[src/node_settings.svh]
`ifndef NODE_SETTINGS_SVH
`define NODE_SETTINGS_SVH

`define NODE_INPUTS 75

// activations, weights and the output share one width
`define ACT_WIDTH 8
`define PRODUCT_WIDTH 16
`define SUM_WIDTH 23

`define FRAC_BITS 6 // sum to output shift
`define NODE_BIAS 512
`define OUT_MAX 127

// weight k pairs with activation k
`define NODE_WEIGHTS '{ \
	 8'sd19, \
	-8'sd2, \
	 8'sd9, \
	 8'sd18, \
	-8'sd24, \
	 8'sd5, \
	-8'sd3, \
	 8'sd7, \
	-8'sd11, \
	 8'sd10, \
	 8'sd0, \
	-8'sd11, \
	 8'sd3, \
	-8'sd20, \
	-8'sd31, \
	-8'sd31, \
	-8'sd26, \
	-8'sd7, \
	 8'sd9, \
	 8'sd15, \
	 8'sd31, \
	 8'sd7, \
	 8'sd14, \
	 8'sd25, \
	 8'sd28, \
	 8'sd22, \
	 8'sd10, \
	-8'sd6, \
	 8'sd1, \
	 8'sd4, \
	-8'sd3, \
	 8'sd5, \
	 8'sd2, \
	-8'sd13, \
	-8'sd17, \
	 8'sd9, \
	 8'sd1, \
	 8'sd5, \
	 8'sd4, \
	 8'sd6, \
	 8'sd3, \
	 8'sd5, \
	 8'sd4, \
	-8'sd8, \
	-8'sd4, \
	-8'sd6, \
	 8'sd8, \
	 8'sd7, \
	 8'sd11, \
	 8'sd13, \
	 8'sd12, \
	-8'sd6, \
	 8'sd2, \
	-8'sd4, \
	-8'sd13, \
	 8'sd3, \
	-8'sd18, \
	 8'sd6, \
	-8'sd7, \
	-8'sd2, \
	-8'sd4, \
	-8'sd31, \
	-8'sd19, \
	-8'sd31, \
	-8'sd31, \
	-8'sd12, \
	 8'sd7, \
	 8'sd1, \
	-8'sd15, \
	 8'sd14, \
	-8'sd3, \
	 8'sd10, \
	-8'sd18, \
	 8'sd5, \
	-8'sd12 \
}

`endif

[src/node_pkg.sv]
`default_nettype none

`include "node_settings.svh"

package node_pkg;

	// one signed activation lane
	typedef logic signed [`ACT_WIDTH-1:0] activation_t;

	// full product of activation and weight
	typedef logic signed [`PRODUCT_WIDTH-1:0] product_t;

	// wide enough for 75 products plus the bias
	typedef logic signed [`SUM_WIDTH-1:0] nodeSum_t;

	// whole input vector, act[k] goes with weight k
	typedef struct packed
	{
		activation_t [`NODE_INPUTS-1:0] act;
	} activationVec_t;

endpackage

`default_nettype wire

[src/reluQuantize.sv]
`timescale 1ns/1ps
`default_nettype none

`include "node_settings.svh"

// result stage
// ReLU, clamp and round-half-up from the wide sum down to one output byte
module reluQuantize
(
	input logic clk,
	input logic reset,
	input node_pkg::nodeSum_t nodeSum,
	output logic [`ACT_WIDTH-1:0] nodeOut
);

	localparam int TOP_BIT = `FRAC_BITS + `ACT_WIDTH - 1; // bit 13

	logic sumNegative;
	logic overRange;
	logic roundBit;
	logic [`ACT_WIDTH-1:0] truncated;
	logic [`ACT_WIDTH-1:0] rounded;
	logic [`ACT_WIDTH-1:0] outNext;

	assign sumNegative = nodeSum[`SUM_WIDTH-1];

	// anything at bit 13 or above is out of range
	assign overRange = |nodeSum[`SUM_WIDTH-2:TOP_BIT];

	assign truncated = nodeSum[TOP_BIT:`FRAC_BITS];
	assign roundBit = nodeSum[`FRAC_BITS-1]; // half lsb

	// may carry to 128, bit 13 being clear caps it there
	assign rounded = truncated + {{(`ACT_WIDTH-1){1'b0}}, roundBit};

	always_comb
	begin
		if (sumNegative)
		begin
			outNext = '0;
		end
		else if (overRange)
		begin
			outNext = `OUT_MAX;
		end
		else
		begin
			outNext = rounded;
		end
	end

	always_ff @(posedge clk)
	begin
		if (reset)
		begin
			nodeOut <= '0;
		end
		else
		begin
			nodeOut <= outNext;
		end
	end

	// only the rounding carry may pass the clamp value
	assert property (@(posedge clk) disable iff (reset) nodeOut <= (`OUT_MAX + 1))
		else $error("nodeOut above 128: %0d", nodeOut);

	// a negative sum is zero on the next output
	assert property (@(posedge clk) (nodeSum < 0) |=> (nodeOut == '0))
		else $error("negative sum did not give a zero output");

endmodule

`default_nettype wire

[config.mk]
export PLATFORM = sky130hd
export DESIGN_NAME = reluQuantize
export DESIGN_NICKNAME = d
export VERILOG_FILES = /design/src/node_pkg.sv /design/src/reluQuantize.sv
export VERILOG_INCLUDE_DIRS = /design/src
export SDC_FILE = /design/constraint.sdc
export NUM_CORES = 1
export LEC_CHECK = 0
export BUFFER_PORTS_ARGS = -buffer_cell sky130_fd_sc_hd__clkbuf_2
export CELL_PAD_IN_SITES_DETAIL_PLACEMENT = 0
export CELL_PAD_IN_SITES_GLOBAL_PLACEMENT = 2
export CORE_MARGIN = 2
export CORE_UTILIZATION = 18
export DETAILED_ROUTE_END_ITERATION = 16
export PLACE_DENSITY_LB_ADDON = 0.08
export SLEW_MARGIN = 10
export SYNTH_ARGS = -nofsm -noshare
export SYNTH_HDL_FRONTEND = slang
export SYNTH_SLANG_ARGS = --single-unit
export TNS_END_PERCENT = 5
[constraint.sdc]
create_clock -name clk -period 2.12 [get_ports clk]
set_input_delay 0 -clock clk [delete_from_list [all_inputs] [get_ports clk]]
set_output_delay 0 -clock clk [all_outputs]
set_load 0.05 [all_outputs]
Word-level counts from Yosys, hierarchy flattened

Index checks and enable logic that the tools add are counted.

Register bits after elaboration: 8
Latch bits: 0
Memory bits (writable): 0
ROM bits: 0
Input port bits: 25
Memories: 0

$add $sub $neg: 1
Multipliers: 0
Divide/modulo/power cells: 0
Order comparisons: 0
Equality and inequality tests: 0
Shift operators: 0
Multiplexer cells: 1
Bitwise operators: 0
Reductions and logical operators: 3

Operators by type and width:

| cell                                   | count |
|---|---|
| 11-bit OR reduction                    | 1 |
| 9-bit OR reduction                     | 1 |
| 8-bit by 1-bit adder with 8-bit output | 1 |
| 7-bit two-way mux                      | 1 |
| 2-bit OR reduction                     | 1 |

Depth between registers and ports, before layout

Depth after elaboration: 2
Mapped depth: 5

Worst setup path after synthesis

OpenSTA, ideal clock, no wires.

Path type: input port to flip-flop
Start: input port nodeSum[5]
End: register nodeOut[6]
Arrival time: 890 ps
Data required time: 2046 ps
Slack: 1156 ps
Cell stages on the path: 5
Buffers on the path: 0
Cell sequence: ha_1 ha_1 nand2_1 or3_1 a31oi_1

Word-level cells in the longest chain between the ends: 2

Ends and longest elaborated chain:

| item                                   | RTL line           | RTL |
|---|---|---|
| start: declaration                     | reluQuantize.sv:12 | `input node_pkg::nodeSum_t nodeSum,` |
| 8-bit by 1-bit adder with 8-bit output | reluQuantize.sv:34 | `` assign rounded = truncated + {{(`ACT_WIDTH-1){1'b0}}, roundBit}; `` |
| 7-bit two-way mux                      | reluQuantize.sv:42 | `else if (overRange)` |
| end signal: assignment                 | reluQuantize.sv:60 | `nodeOut <= outNext;` |
| end: declaration                       | reluQuantize.sv:13 | `` output logic [`ACT_WIDTH-1:0] nodeOut `` |

Every way passes these cells.
A chain may end at the register's enable or synchronous reset.

Worst setup path in the final report

Start: input port nodeSum[12]
End: register nodeOut[6]

The elaborated chain is that of the path after synthesis.

==> reports/metrics.csv <==
metric,value,unit
vdd.ir_drop.worst,0.282,mV
drt_pass1_iterations,1,
final_hold_viol_count,0,
cts.clk_slew.worst_paths,0.06,ns
antenna_cells,0,
die_x,48.6,µm
max-slew-margin-rel,0.814,
arrival,1.18,ns
holdWs,0.0238,ns
switching_share,0.296,
grt_pass1_wl,1.46,mm
drc,0,
grt_max_degree,6,
p_per_area,636,mW/mm²
antenna_found_initial,0,
synth_cell_type_count,18,
post_cts_buffers,0,
hpwl,773,µm
setup_tns,0,ns
synth_warnings,0,
coreArea,0.00192,mm²
max_stage_delay,0.53,ns
vias,388,
rsz0062_at_grt,no,
cts_buffers,3,
drive_above_1_share,0.493,
synthCells,38,
intPower,251,µW
crit_path_start_kind,input pin,
gp_congestion,0.655,
grt_usage,0.0858,
cts-hold-fix-buffers,1,
seqPwrFrac,0.447,
tritoncts,built,
ant_nets,0,
drtIter0Drc,0,
syn2layout_area_growth,56.3,%
finalCritPeriodShare,0.471,
synth_fp_nets,65,
endpoint_kind,register,
largest-register,nodeOut,
overflow,0,
syn_area_per_cell,9.42,µm²
slew_violations,0,
cts_num_sinks,8,
netlist_area,358,µm²
largest_reg_flops,8,
power.switching,105,µW
cp_num_buf_inv,2,
root_buffer,clkbuf_4,
wl,900,µm
cts_max_level,1,
cpMaxStageDelayCell,dlygate4sd3_1,
cts.path.max_buffers,2,
dpl-instance-area,527,µm²
hold_path_class,in2reg,
maxCapViolations,0,
cp.required,2.30,ns
outcome,completed,
fmax,1.00,GHz
cts_resized,0,
crit_path_cell_trace,dlygate4sd3_1 > clkbuf_2 > or3_1 > a31oi_1,
avgViaCountPerCell,4.04,
crit_fanout,3,
cp_top_family,buffers and inverters,
p_total,356,µW
synth.yosys.seq_area_share,0.448,
final_nets,98,
io_buffers,27,
final_cell_area,559,µm²
layout_commonest_cell,clkbuf_2,
io_pins,33,
die_h,48.6,µm
setup_viol,0,
row_count,16,
ys_seq_elements,8,
leakagePower,0.261,nW
combPwrFrac,0.212,
fin_crit,0.998,ns
routedWlPerCell,9.38,µm
top_regs,nodeOut x8,
die_area,0.00236,mm²
layout_common_cells,"clkbuf_2 (27), dfxtp_1 (8)",
p_clk_frac,0.341,
critical_path_class,in2reg,
first_global_vias,358,
initial_core_util,0.186,
tightestPinTransition,0.280,ns
kinds of logic (layout without fill, tap and decap cells):
kind of cell	Yosys count	in the layout	synth area share
and+or+nand+nor	16	16	0.262
AOI/OAI and AO/OA	9	9	0.147
DFF	8	8	0.448
adders and majority gates	2	2	0.0699
xor gates and xnor gates	3	3	0.0734
buffers and inverters	0	31	0
final timing paths:
check             slack [ns]         end  depth (start not counted)   startpoint
setup / recovery        1.12  nodeOut[6]                          4  nodeSum[12]
hold / removal          0.02  nodeOut[1]                          3  nodeSum[22]
cells in the mapped netlist:
cell,instances,area share
dfxtp_1,8,0.45
a21oi_1,3,0.042
nand2_1,3,0.031
nand3_1,3,0.042
a31oi_1,2,0.035
ha_1,2,0.070
nor2_1,2,0.021
o21a_1,2,0.042
o21ai_0,2,0.028
or3_1,2,0.035
xor2_1,2,0.049
and3_2,1,0.021
nand3_2,1,0.028
nor3_1,1,0.014
nor4_1,1,0.017
nor4_2,1,0.035
or2_2,1,0.017
xnor2_1,1,0.024
power groups by stage:
stage / Combinational, mW / Sequential (mW) / Clock [mW]
after global placement: 0.0754 / 0.162 / 0
after detailed placement: 0.0748 / 0.162 / 0
final: 0.0753 / 0.159 / 0.121
after global routing: 0.0815 / 0.160 / 0.137
after floorplan: 0.0177 / 0.188 / 0
after CTS: 0.0764 / 0.159 / 0.131
through the flow:
step	instances	util	setup WS [ns]
5_1_grt	96	0.291	1.11
6_report	96	0.291	1.12
4_1_cts	96	0.291	1.12
3_5_place_dp	92	0.274	0.962
3_3_place_gp	92	0.274	0.959
2_1_floorplan	38	-	1.16
metal layers:
metal | vias up | part of all wire | global-route usage
met2 | 14 | 0.49 | 0.127
met5 | - | 0 | 0
met1 | 170 | 0.42 | 0.0849
li1 | 202 | - | -
met4 | 0 | 0.0089 | 0.0571
met3 | 2 | 0.086 | 0.0617
area by class of cell:
cell class	count	area, µm²
repair buffers	28	145
clock buffers	3	22.5
flip-flops and latches	8	160
well taps	27	33.8
multi-input cells	30	198
fillers	227	1360
No activity file was read; power rests on OpenSTA's default activity.
