--- src/node_settings.svh ---
`ifndef NODE_SETTINGS_SVH
`define NODE_SETTINGS_SVH

`define NODE_INPUTS 75

// activations, weights and the output share one width
`define ACT_WIDTH 8
`define PRODUCT_WIDTH 16
`define SUM_WIDTH 23

`define FRAC_BITS 6 // sum to output shift
`define NODE_BIAS 512
`define OUT_MAX 127

// weight k pairs with activation k
`define NODE_WEIGHTS '{ \
	 8'sd19, \
	-8'sd2, \
	 8'sd9, \
	 8'sd18, \
	-8'sd24, \
	 8'sd5, \
	-8'sd3, \
	 8'sd7, \
	-8'sd11, \
	 8'sd10, \
	 8'sd0, \
	-8'sd11, \
	 8'sd3, \
	-8'sd20, \
	-8'sd31, \
	-8'sd31, \
	-8'sd26, \
	-8'sd7, \
	 8'sd9, \
	 8'sd15, \
	 8'sd31, \
	 8'sd7, \
	 8'sd14, \
	 8'sd25, \
	 8'sd28, \
	 8'sd22, \
	 8'sd10, \
	-8'sd6, \
	 8'sd1, \
	 8'sd4, \
	-8'sd3, \
	 8'sd5, \
	 8'sd2, \
	-8'sd13, \
	-8'sd17, \
	 8'sd9, \
	 8'sd1, \
	 8'sd5, \
	 8'sd4, \
	 8'sd6, \
	 8'sd3, \
	 8'sd5, \
	 8'sd4, \
	-8'sd8, \
	-8'sd4, \
	-8'sd6, \
	 8'sd8, \
	 8'sd7, \
	 8'sd11, \
	 8'sd13, \
	 8'sd12, \
	-8'sd6, \
	 8'sd2, \
	-8'sd4, \
	-8'sd13, \
	 8'sd3, \
	-8'sd18, \
	 8'sd6, \
	-8'sd7, \
	-8'sd2, \
	-8'sd4, \
	-8'sd31, \
	-8'sd19, \
	-8'sd31, \
	-8'sd31, \
	-8'sd12, \
	 8'sd7, \
	 8'sd1, \
	-8'sd15, \
	 8'sd14, \
	-8'sd3, \
	 8'sd10, \
	-8'sd18, \
	 8'sd5, \
	-8'sd12 \
}

`endif

--- src/node_pkg.sv ---
`default_nettype none

`include "node_settings.svh"

package node_pkg;

	// one signed activation lane
	typedef logic signed [`ACT_WIDTH-1:0] activation_t;

	// full product of activation and weight
	typedef logic signed [`PRODUCT_WIDTH-1:0] product_t;

	// wide enough for 75 products plus the bias
	typedef logic signed [`SUM_WIDTH-1:0] nodeSum_t;

	// whole input vector, act[k] goes with weight k
	typedef struct packed
	{
		activation_t [`NODE_INPUTS-1:0] act;
	} activationVec_t;

endpackage

`default_nettype wire

--- src/nodeInputCapture.sv ---
`timescale 1ns/1ps
`default_nettype none

`include "node_settings.svh"

// decode stage
// holds the incoming vector for one cycle so the multipliers see stable operands
module nodeInputCapture
(
	input logic clk,
	input logic reset,
	input node_pkg::activationVec_t inputs,
	output node_pkg::activationVec_t captured
);

	import node_pkg::*;

	activationVec_t captureReg;

	always_ff @(posedge clk)
	begin
		if (reset)
		begin
			captureReg <= '0;
		end
		else
		begin
			captureReg <= inputs; // new vector every cycle
		end
	end

	assign captured = captureReg;

	// pipeline starts from an all-zero vector
	assert property (@(posedge clk) reset |=> (captured == '0))
		else $error("captured vector not cleared after reset");

endmodule

`default_nettype wire

--- config.mk ---
export PLATFORM = sky130hd
export DESIGN_NAME = nodeInputCapture
export DESIGN_NICKNAME = d
export VERILOG_FILES = /design/src/node_pkg.sv /design/src/nodeInputCapture.sv
export VERILOG_INCLUDE_DIRS = /design/src
export SDC_FILE = /design/constraint.sdc
export NUM_CORES = 1
export LEC_CHECK = 0
export BUFFER_PORTS_ARGS = -buffer_cell sky130_fd_sc_hd__buf_2
export CAP_MARGIN = 20
export CORE_AREA = 2 2 463 465
export CTS_BUF_LIST = sky130_fd_sc_hd__clkbuf_16
export CTS_CLUSTER_DIAMETER = 200
export DETAILED_ROUTE_END_ITERATION = 7
export DIE_AREA = 0 0 465 467
export PLACE_DENSITY_LB_ADDON = 0.12
export REMOVE_ABC_BUFFERS = 1
export SETUP_SLACK_MARGIN = 0.02
export SLEW_MARGIN = 20
export SYNTH_ARGS = -nofsm -noshare
export SYNTH_HDL_FRONTEND = slang
export SYNTH_SLANG_ARGS = --single-unit
--- constraint.sdc ---
create_clock -name clk -period 1 [get_ports clk]
set_input_delay 0.1 -clock clk [delete_from_list [all_inputs] [get_ports clk]]
set_output_delay 0.1 -clock clk [all_outputs]
set_load 0.01 [all_outputs]
; ---- Word-level counts from Yosys, hierarchy flattened
; Index checks and enable logic that the tools add are counted.
[totals]
reg_bits = 600
elab_cells = 75
inputBits = 602
output_inout_bits = 600

; ---- Longest topological paths before layout
; Gate-level depths: netlist of run 1.
[depth]
word_depth = 0
depth_mapped = 4
depth_no_buf = 1

; ---- Worst setup path after synthesis of run 1
; Ideal clock, no wire load.
[synth_timing]
path_type = input-to-reg
from = input port reset
to = register captureReg (netlist bit captured[0])
setup_ns = 0.114
t_arrival_ns = 0.792
slack_ns = 0.093
path_buffers = 3
path_stages = 4
required_time_ns = 0.886
path_cell_list = buf_4 > buf_6 > clkbuf_1 > and2b_1
[synth_rtl]
columns = element, line
row1 = "start, declared", nodeInputCapture.sv:11  ; input logic reset,
row2 = "end signal, assigned", nodeInputCapture.sv:28  ; captureReg <= inputs;
row3 = "end, declared", nodeInputCapture.sv:18  ; activationVec_t captureReg;
; No word-level cell between the ends.

; ---- Final worst setup path of run 1
[layout_timing]
from = register captureReg (netlist bit captured[533])
to = output port captured[533] (netlist name)
[layout_rtl]
columns = element, line
row1 = "end, declared", nodeInputCapture.sv:13  ; output node_pkg::activationVec_t captured
; No word-level cell between the ends.

==> impl_metrics.tcl, run 1 <==
set metrics [dict create \
    status "finished, violations left" \
    violations "negative setup slack" \
    dr.pass1.iters 4 \
    p_per_area_nw_per_um2 1590 \
    crit_chain "buf_6" \
    clockBufferDepth 3 \
    postSynthCellCount 1267 \
    cp_num_buf_inv 1 \
    required_ns 0.90 \
    instances_no_fill 6286 \
    synth_area_leaders "dfxtp_1 (73%), nor2b_1 (14%), and2b_1 (11%)" \
    worstSetupPathType "register to output pin" \
    vias_per_cell 2.69 \
    synth_area_um2 16400 \
    tritoncts "yes" \
    wirelength_um 117000 \
    ys_seq_elements 600 \
    fill_cells 23600 \
    gp_congestion 0.796 \
    chipWidth_um 465 \
    cpPeakStageDelay_ns 0.39 \
    yosysSeqAreaShare_pct 73.4 \
    fin_crit_sh_pct 132 \
    max_freq_ghz 0.758 \
    clock_sinks 600 \
    die_h_um 467 \
    cts_setup_buffers 0 \
    dp_hpwl_um 96500 \
    initial_utilization_pct 7.73 \
    port_buffers 1201 \
    end_kind "output pin" \
    htree_levels 3 \
    grt_pass1_wl_um 156000 \
    die_area_um2 217000 \
    antenna_found_initial 55 \
    area_growth_pct 151 \
    hold_class "input port to register" \
    cp-start-kind "register" \
    cts_made_buffers 87 \
    first_iter_violations 319 \
    slowest_stage "dfxtp_4" \
    grt_max_degree 45 \
    hold_viol_final 0 \
    slew_violations 0 \
    synthDistinctLibCells 6 \
    fin_nets 3981 \
    stdcell_area_um2 41000 \
    rsz0062_at_grt "true" \
    synth_top_area_cell "dfxtp_1" \
    postSynthAreaPerCell_um2 12.9 \
    overflow 0 \
    cp_top_family "flip-flops" \
    grt_pass1_vias 18800 \
    rows 169 \
    wl_per_cell_um 18.6 \
    dp.cells 5300 \
    grtUsageTotal_pct 10.4 \
    placed_area_um2 26300 \
    ioPinCount 1202 \
    clkTransAtPathRegs_ns 0.06 \
    fp.coreArea_um2 212000 \
    final_util_pct 19.4 \
    final.min_clock_period_ns 1.32 \
    cp.arrival_ns 1.22 \
    setup_slack_ns -0.319 \
    drv_cap 0 \
    drc 0 \
    setup_violations 607 \
    clockRootBuffer "clkbuf_16" \
    leakage_nw 18.6 \
    drive_gt1_share_pct 55.1 \
    yosysWarnings 0 \
    cp_max_fo 1 \
    tightest_slew_ns 0.379 \
    synth_top_area_share_pct 73.4 \
    vdd_drop_max_mv 1.10 \
    postRouteAntennaNets 0 \
    slew_headroom_pct 74.7 \
    num_vias 16900 \
    largest_reg_flops 600 \
]
cells by family (layout without fill, tap and decap cells):
group                  after synthesis  in the layout  share of synthesized area, %
buffers and inverters               67           2244                          1.83
other                                0             21                             0
DFF                                600            600                          73.4
and+or+nand+nor                    600            600                          24.8
where the power goes:
part | total (mW) | switching [mW] | leakage [nW] | internal [mW]
registers | 26.1 | 0.694 | 5.15 | 25.4
clock network | 29.6 | 13.0 | 1.38 | 16.6
logic | 9.50 | 3.62 | 12.1 | 5.88
total | 65.2 | 17.3 | 18.6 | 47.9
final timing paths:
| check | from | endpoint | cells past startpoint |
|---|---|---|---|
| hold / removal | reset | captured[58] | 4 |
| setup / recovery | captured[533] | captured[533] | 1 |
synth_stat cells:
library cell and number:
dfxtp_1 600, nor2b_1 360, and2b_1 240, clkbuf_1 60, buf_6 6, buf_4 1
layout make-up:
cell class	count	area [um^2]	area share [%]
Clock buffer	87	2180	5.30
Tap cell	2821	3530	8.60
Multi-Input combinational cell	600	4050	9.88
Clock inverter	67	480	1.17
Antenna cell	21	52.6	0.128
Timing Repair Buffer	2090	18000	43.9
Sequential cell	600	12700	31.1
layer usage:
metal	global-route usage (%)	share of wire, %	vias to the layer above	wire length, um
li1	-	-	8099	-
met1	11.9	39	7759	46100
met2	17.4	47	872	54900
met3	4.96	11	172	13000
met4	2.69	2.5	30	2880
met5	0	0.15	-	170
cell usage in the layout (no fill, tap or decap), types with 2 or more instances in the layout:
cell / Yosys / final
inv_1: 0 / 22
dfxtp_1: 600 / 99
dfxtp_4: 0 / 44
clkbuf_16: 0 / 87
buf_8: 0 / 3
clkinv_1: 0 / 16
dfxtp_2: 0 / 457
bufinv_16: 0 / 3
and2b_1: 240 / 240
buf_4: 1 / 68
buf_2: 0 / 698
inv_6: 0 / 8
buf_6: 6 / 500
clkinvlp_4: 0 / 3
buf_12: 0 / 10
diode_2: 0 / 21
clkinv_2: 0 / 10
clkinv_16: 0 / 2
nor2b_1: 360 / 360
dlygate4sd3_1: 0 / 810
what timing repair did:
action	CTS	global route
endpoints found under the hold margin	600	0
endpoints found under the setup margin	600	601
hold buffers	811	0
resized for setup	1180	177
per-stage QoR:
stage          hold slack [ns]  worst slack, ns  TNS [ns]  power (mW)
2_1_floorplan            0.172            0.569         0        27.6
5_1_grt                 0.0296           -0.432   -201.24        68.7
3_3_place_gp             0.305           -0.177    -12.83        32.1
3_5_place_dp             0.307           -0.166    -13.79        32.1
6_report                0.0681           -0.319   -135.16        65.2
4_1_cts               0.000220           -0.458   -207.98        67.1
No activity file was read; power rests on OpenSTA's default activity.
==> run 2, diff against run 1 <==
CORE_AREA = 2 2 466 468   (was 2 2 463 465)
DIE_AREA = 0 0 468 470   (was 0 0 465 467)
clock period = 1.7 ns   (was 1 ns; I/O delays follow)
==> run 2 against run 1 <==
The flow now finishes without violations. Cell area down 14%. Hold slack gained 0.013 ns. Via count down 6.8%. Final cell count fell by 3.0%. Setup slack improved by 0.44 ns. Critical endpoint is now captured[439]. Core utilization shrank 3.0 points. Sequential power shrank 42%. Highest routed layer unchanged. Power decreased by 43%.
==> impl_metrics.tcl, run 2 (synthesis results as in run 1) <==
set metrics [dict create \
    status "finished, final reports clean" \
    clock_sinks 600 \
    grtUsageTotal_pct 9.34 \
    switching_share_pct 25.6 \
    grt_pass1_vias 17400 \
    die_area_um2 220000 \
    cp-start-kind "register" \
    seq_area_um2 12000 \
    gp_congestion 0.818 \
    grt_max_degree 80 \
    dr.pass1.iters 4 \
    first_iter_violations 374 \
    cts_made_buffers 83 \
    placed_area_um2 26100 \
    ioPinCount 1202 \
    pwr-share-clk_pct 47.7 \
    stdcell_area_um2 35200 \
    setup_slack_ns 0.125 \
    final_util_pct 16.3 \
    clkTransAtPathRegs_ns 0.06 \
    crit_chain "buf_2" \
    postRouteAntennaNets 0 \
    fin_crit_sh_pct 92.7 \
    p_int_mw 27.8 \
    vdd_drop_max_mv 0.677 \
    cp_top_family "flip-flops" \
    htree_levels 3 \
    dp.cells 5296 \
    num_vias 15800 \
    rows 171 \
    slew_violations 0 \
    hold_slack_ns 0.0815 \
    leakage_nw 16.6 \
    instances_no_fill 6099 \
    mostFrequentLayoutCell "buf_2" \
    power_mw 37.3 \
    area_growth_pct 115 \
    end_kind "output pin" \
    hold_viol_final 0 \
    cp_num_buf_inv 1 \
    slowest_stage "dfxtp_1" \
    multi_input_area_um2 4050 \
    tns_ns 0 \
    fill_cells 24400 \
    wl_per_cell_um 17.4 \
    port_buffers 1201 \
    fp.coreArea_um2 216000 \
    p_switching_mw 9.54 \
    tritoncts "yes" \
    clockBufferDepth 3 \
    hold_class "input port to register" \
    required_ns 1.53 \
    tightest_slew_ns 0.505 \
    vias_per_cell 2.59 \
    combPwrFrac_pct 11.8 \
    overflow 0 \
    dp_slack_ns 0.280 \
    grt_pass1_wl_um 141000 \
    pwr-share-seq_pct 40.5 \
    chipWidth_um 468 \
    wirelength_um 106000 \
    drive_gt1_share_pct 42.0 \
    slew_headroom_pct 66.2 \
    layout_common_cells "buf_2 (1200), dlygate4sd3_1 (635), dfxtp_1 (599)" \
    cp_max_fo 1 \
    fin_nets 3764 \
    drc 0 \
    worstSetupPathType "register to output pin" \
    dp_hpwl_um 87200 \
    setup_violations 0 \
    max_freq_ghz 0.635 \
    antenna_found_initial 37 \
    die_h_um 470 \
    cpPeakStageDelay_ns 0.51 \
    rsz0062_at_grt "false" \
    initial_utilization_pct 7.59 \
    cp.arrival_ns 1.41 \
    drv_cap 0 \
    clockRootBuffer "clkbuf_16" \
    p_per_area_nw_per_um2 1060 \
    largest_reg_flops 600 \
    final.min_clock_period_ns 1.58 \
]
## run 2: changes by cell type in the layout (fill, tap and decap cells not counted), sizes merged, moves of 2 or more
| cell | change |
|---|---|
| diode | -2 |
| bufinv | +7 |
| inv | -4 |
| clkbuf | -3 |
| buf | -37 |
| dlygate4sd3 | -175 |
| clkinv | -4 |
## run 2: final cells by class
cell class                 count  area share (%)
antenna                       19           0.135
clock buffer                  84            5.96
clock inverter                65            1.77
multi-input combinational    600            11.5
sequential                   600            34.1
tap                         2854            10.1
timing repair buffer        1877            36.4
## run 2: layer usage
metal  GRT usage (%)  up-vias  wire [um]
li1                -     7659          -
met1            10.2     7079      41100
met2            15.5      865      49300
met3            4.36      162      12000
met4            3.70       14       3770
met5               0        -         92
## run 2: power by group through the flow
stage,Clock [mW],Sequential [mW],Combinational [mW]
after floorplan,0,15.7,0.516
after global placement,0,15.4,3.33
after detailed placement,0,15.4,3.30
after CTS,18.9,15.1,4.58
after global routing,19.3,15.2,4.82
final,17.8,15.1,4.41
## run 2: final timing paths
| path | from | to | slack [ns] | cells after the start |
|---|---|---|---|---|
| worst max-delay path | captured[439] | captured[439] | 0.12 | 1 |
| worst min-delay path | reset | captured[590] | 0.08 | 3 |
## run 2: timing repair
item	4_1_cts	5_1_grt
hold buffers	635	0
endpoints found under the hold margin	600	0
endpoints found under the setup margin	1	0
gates resized for setup	1	0
setup buffers	0	0
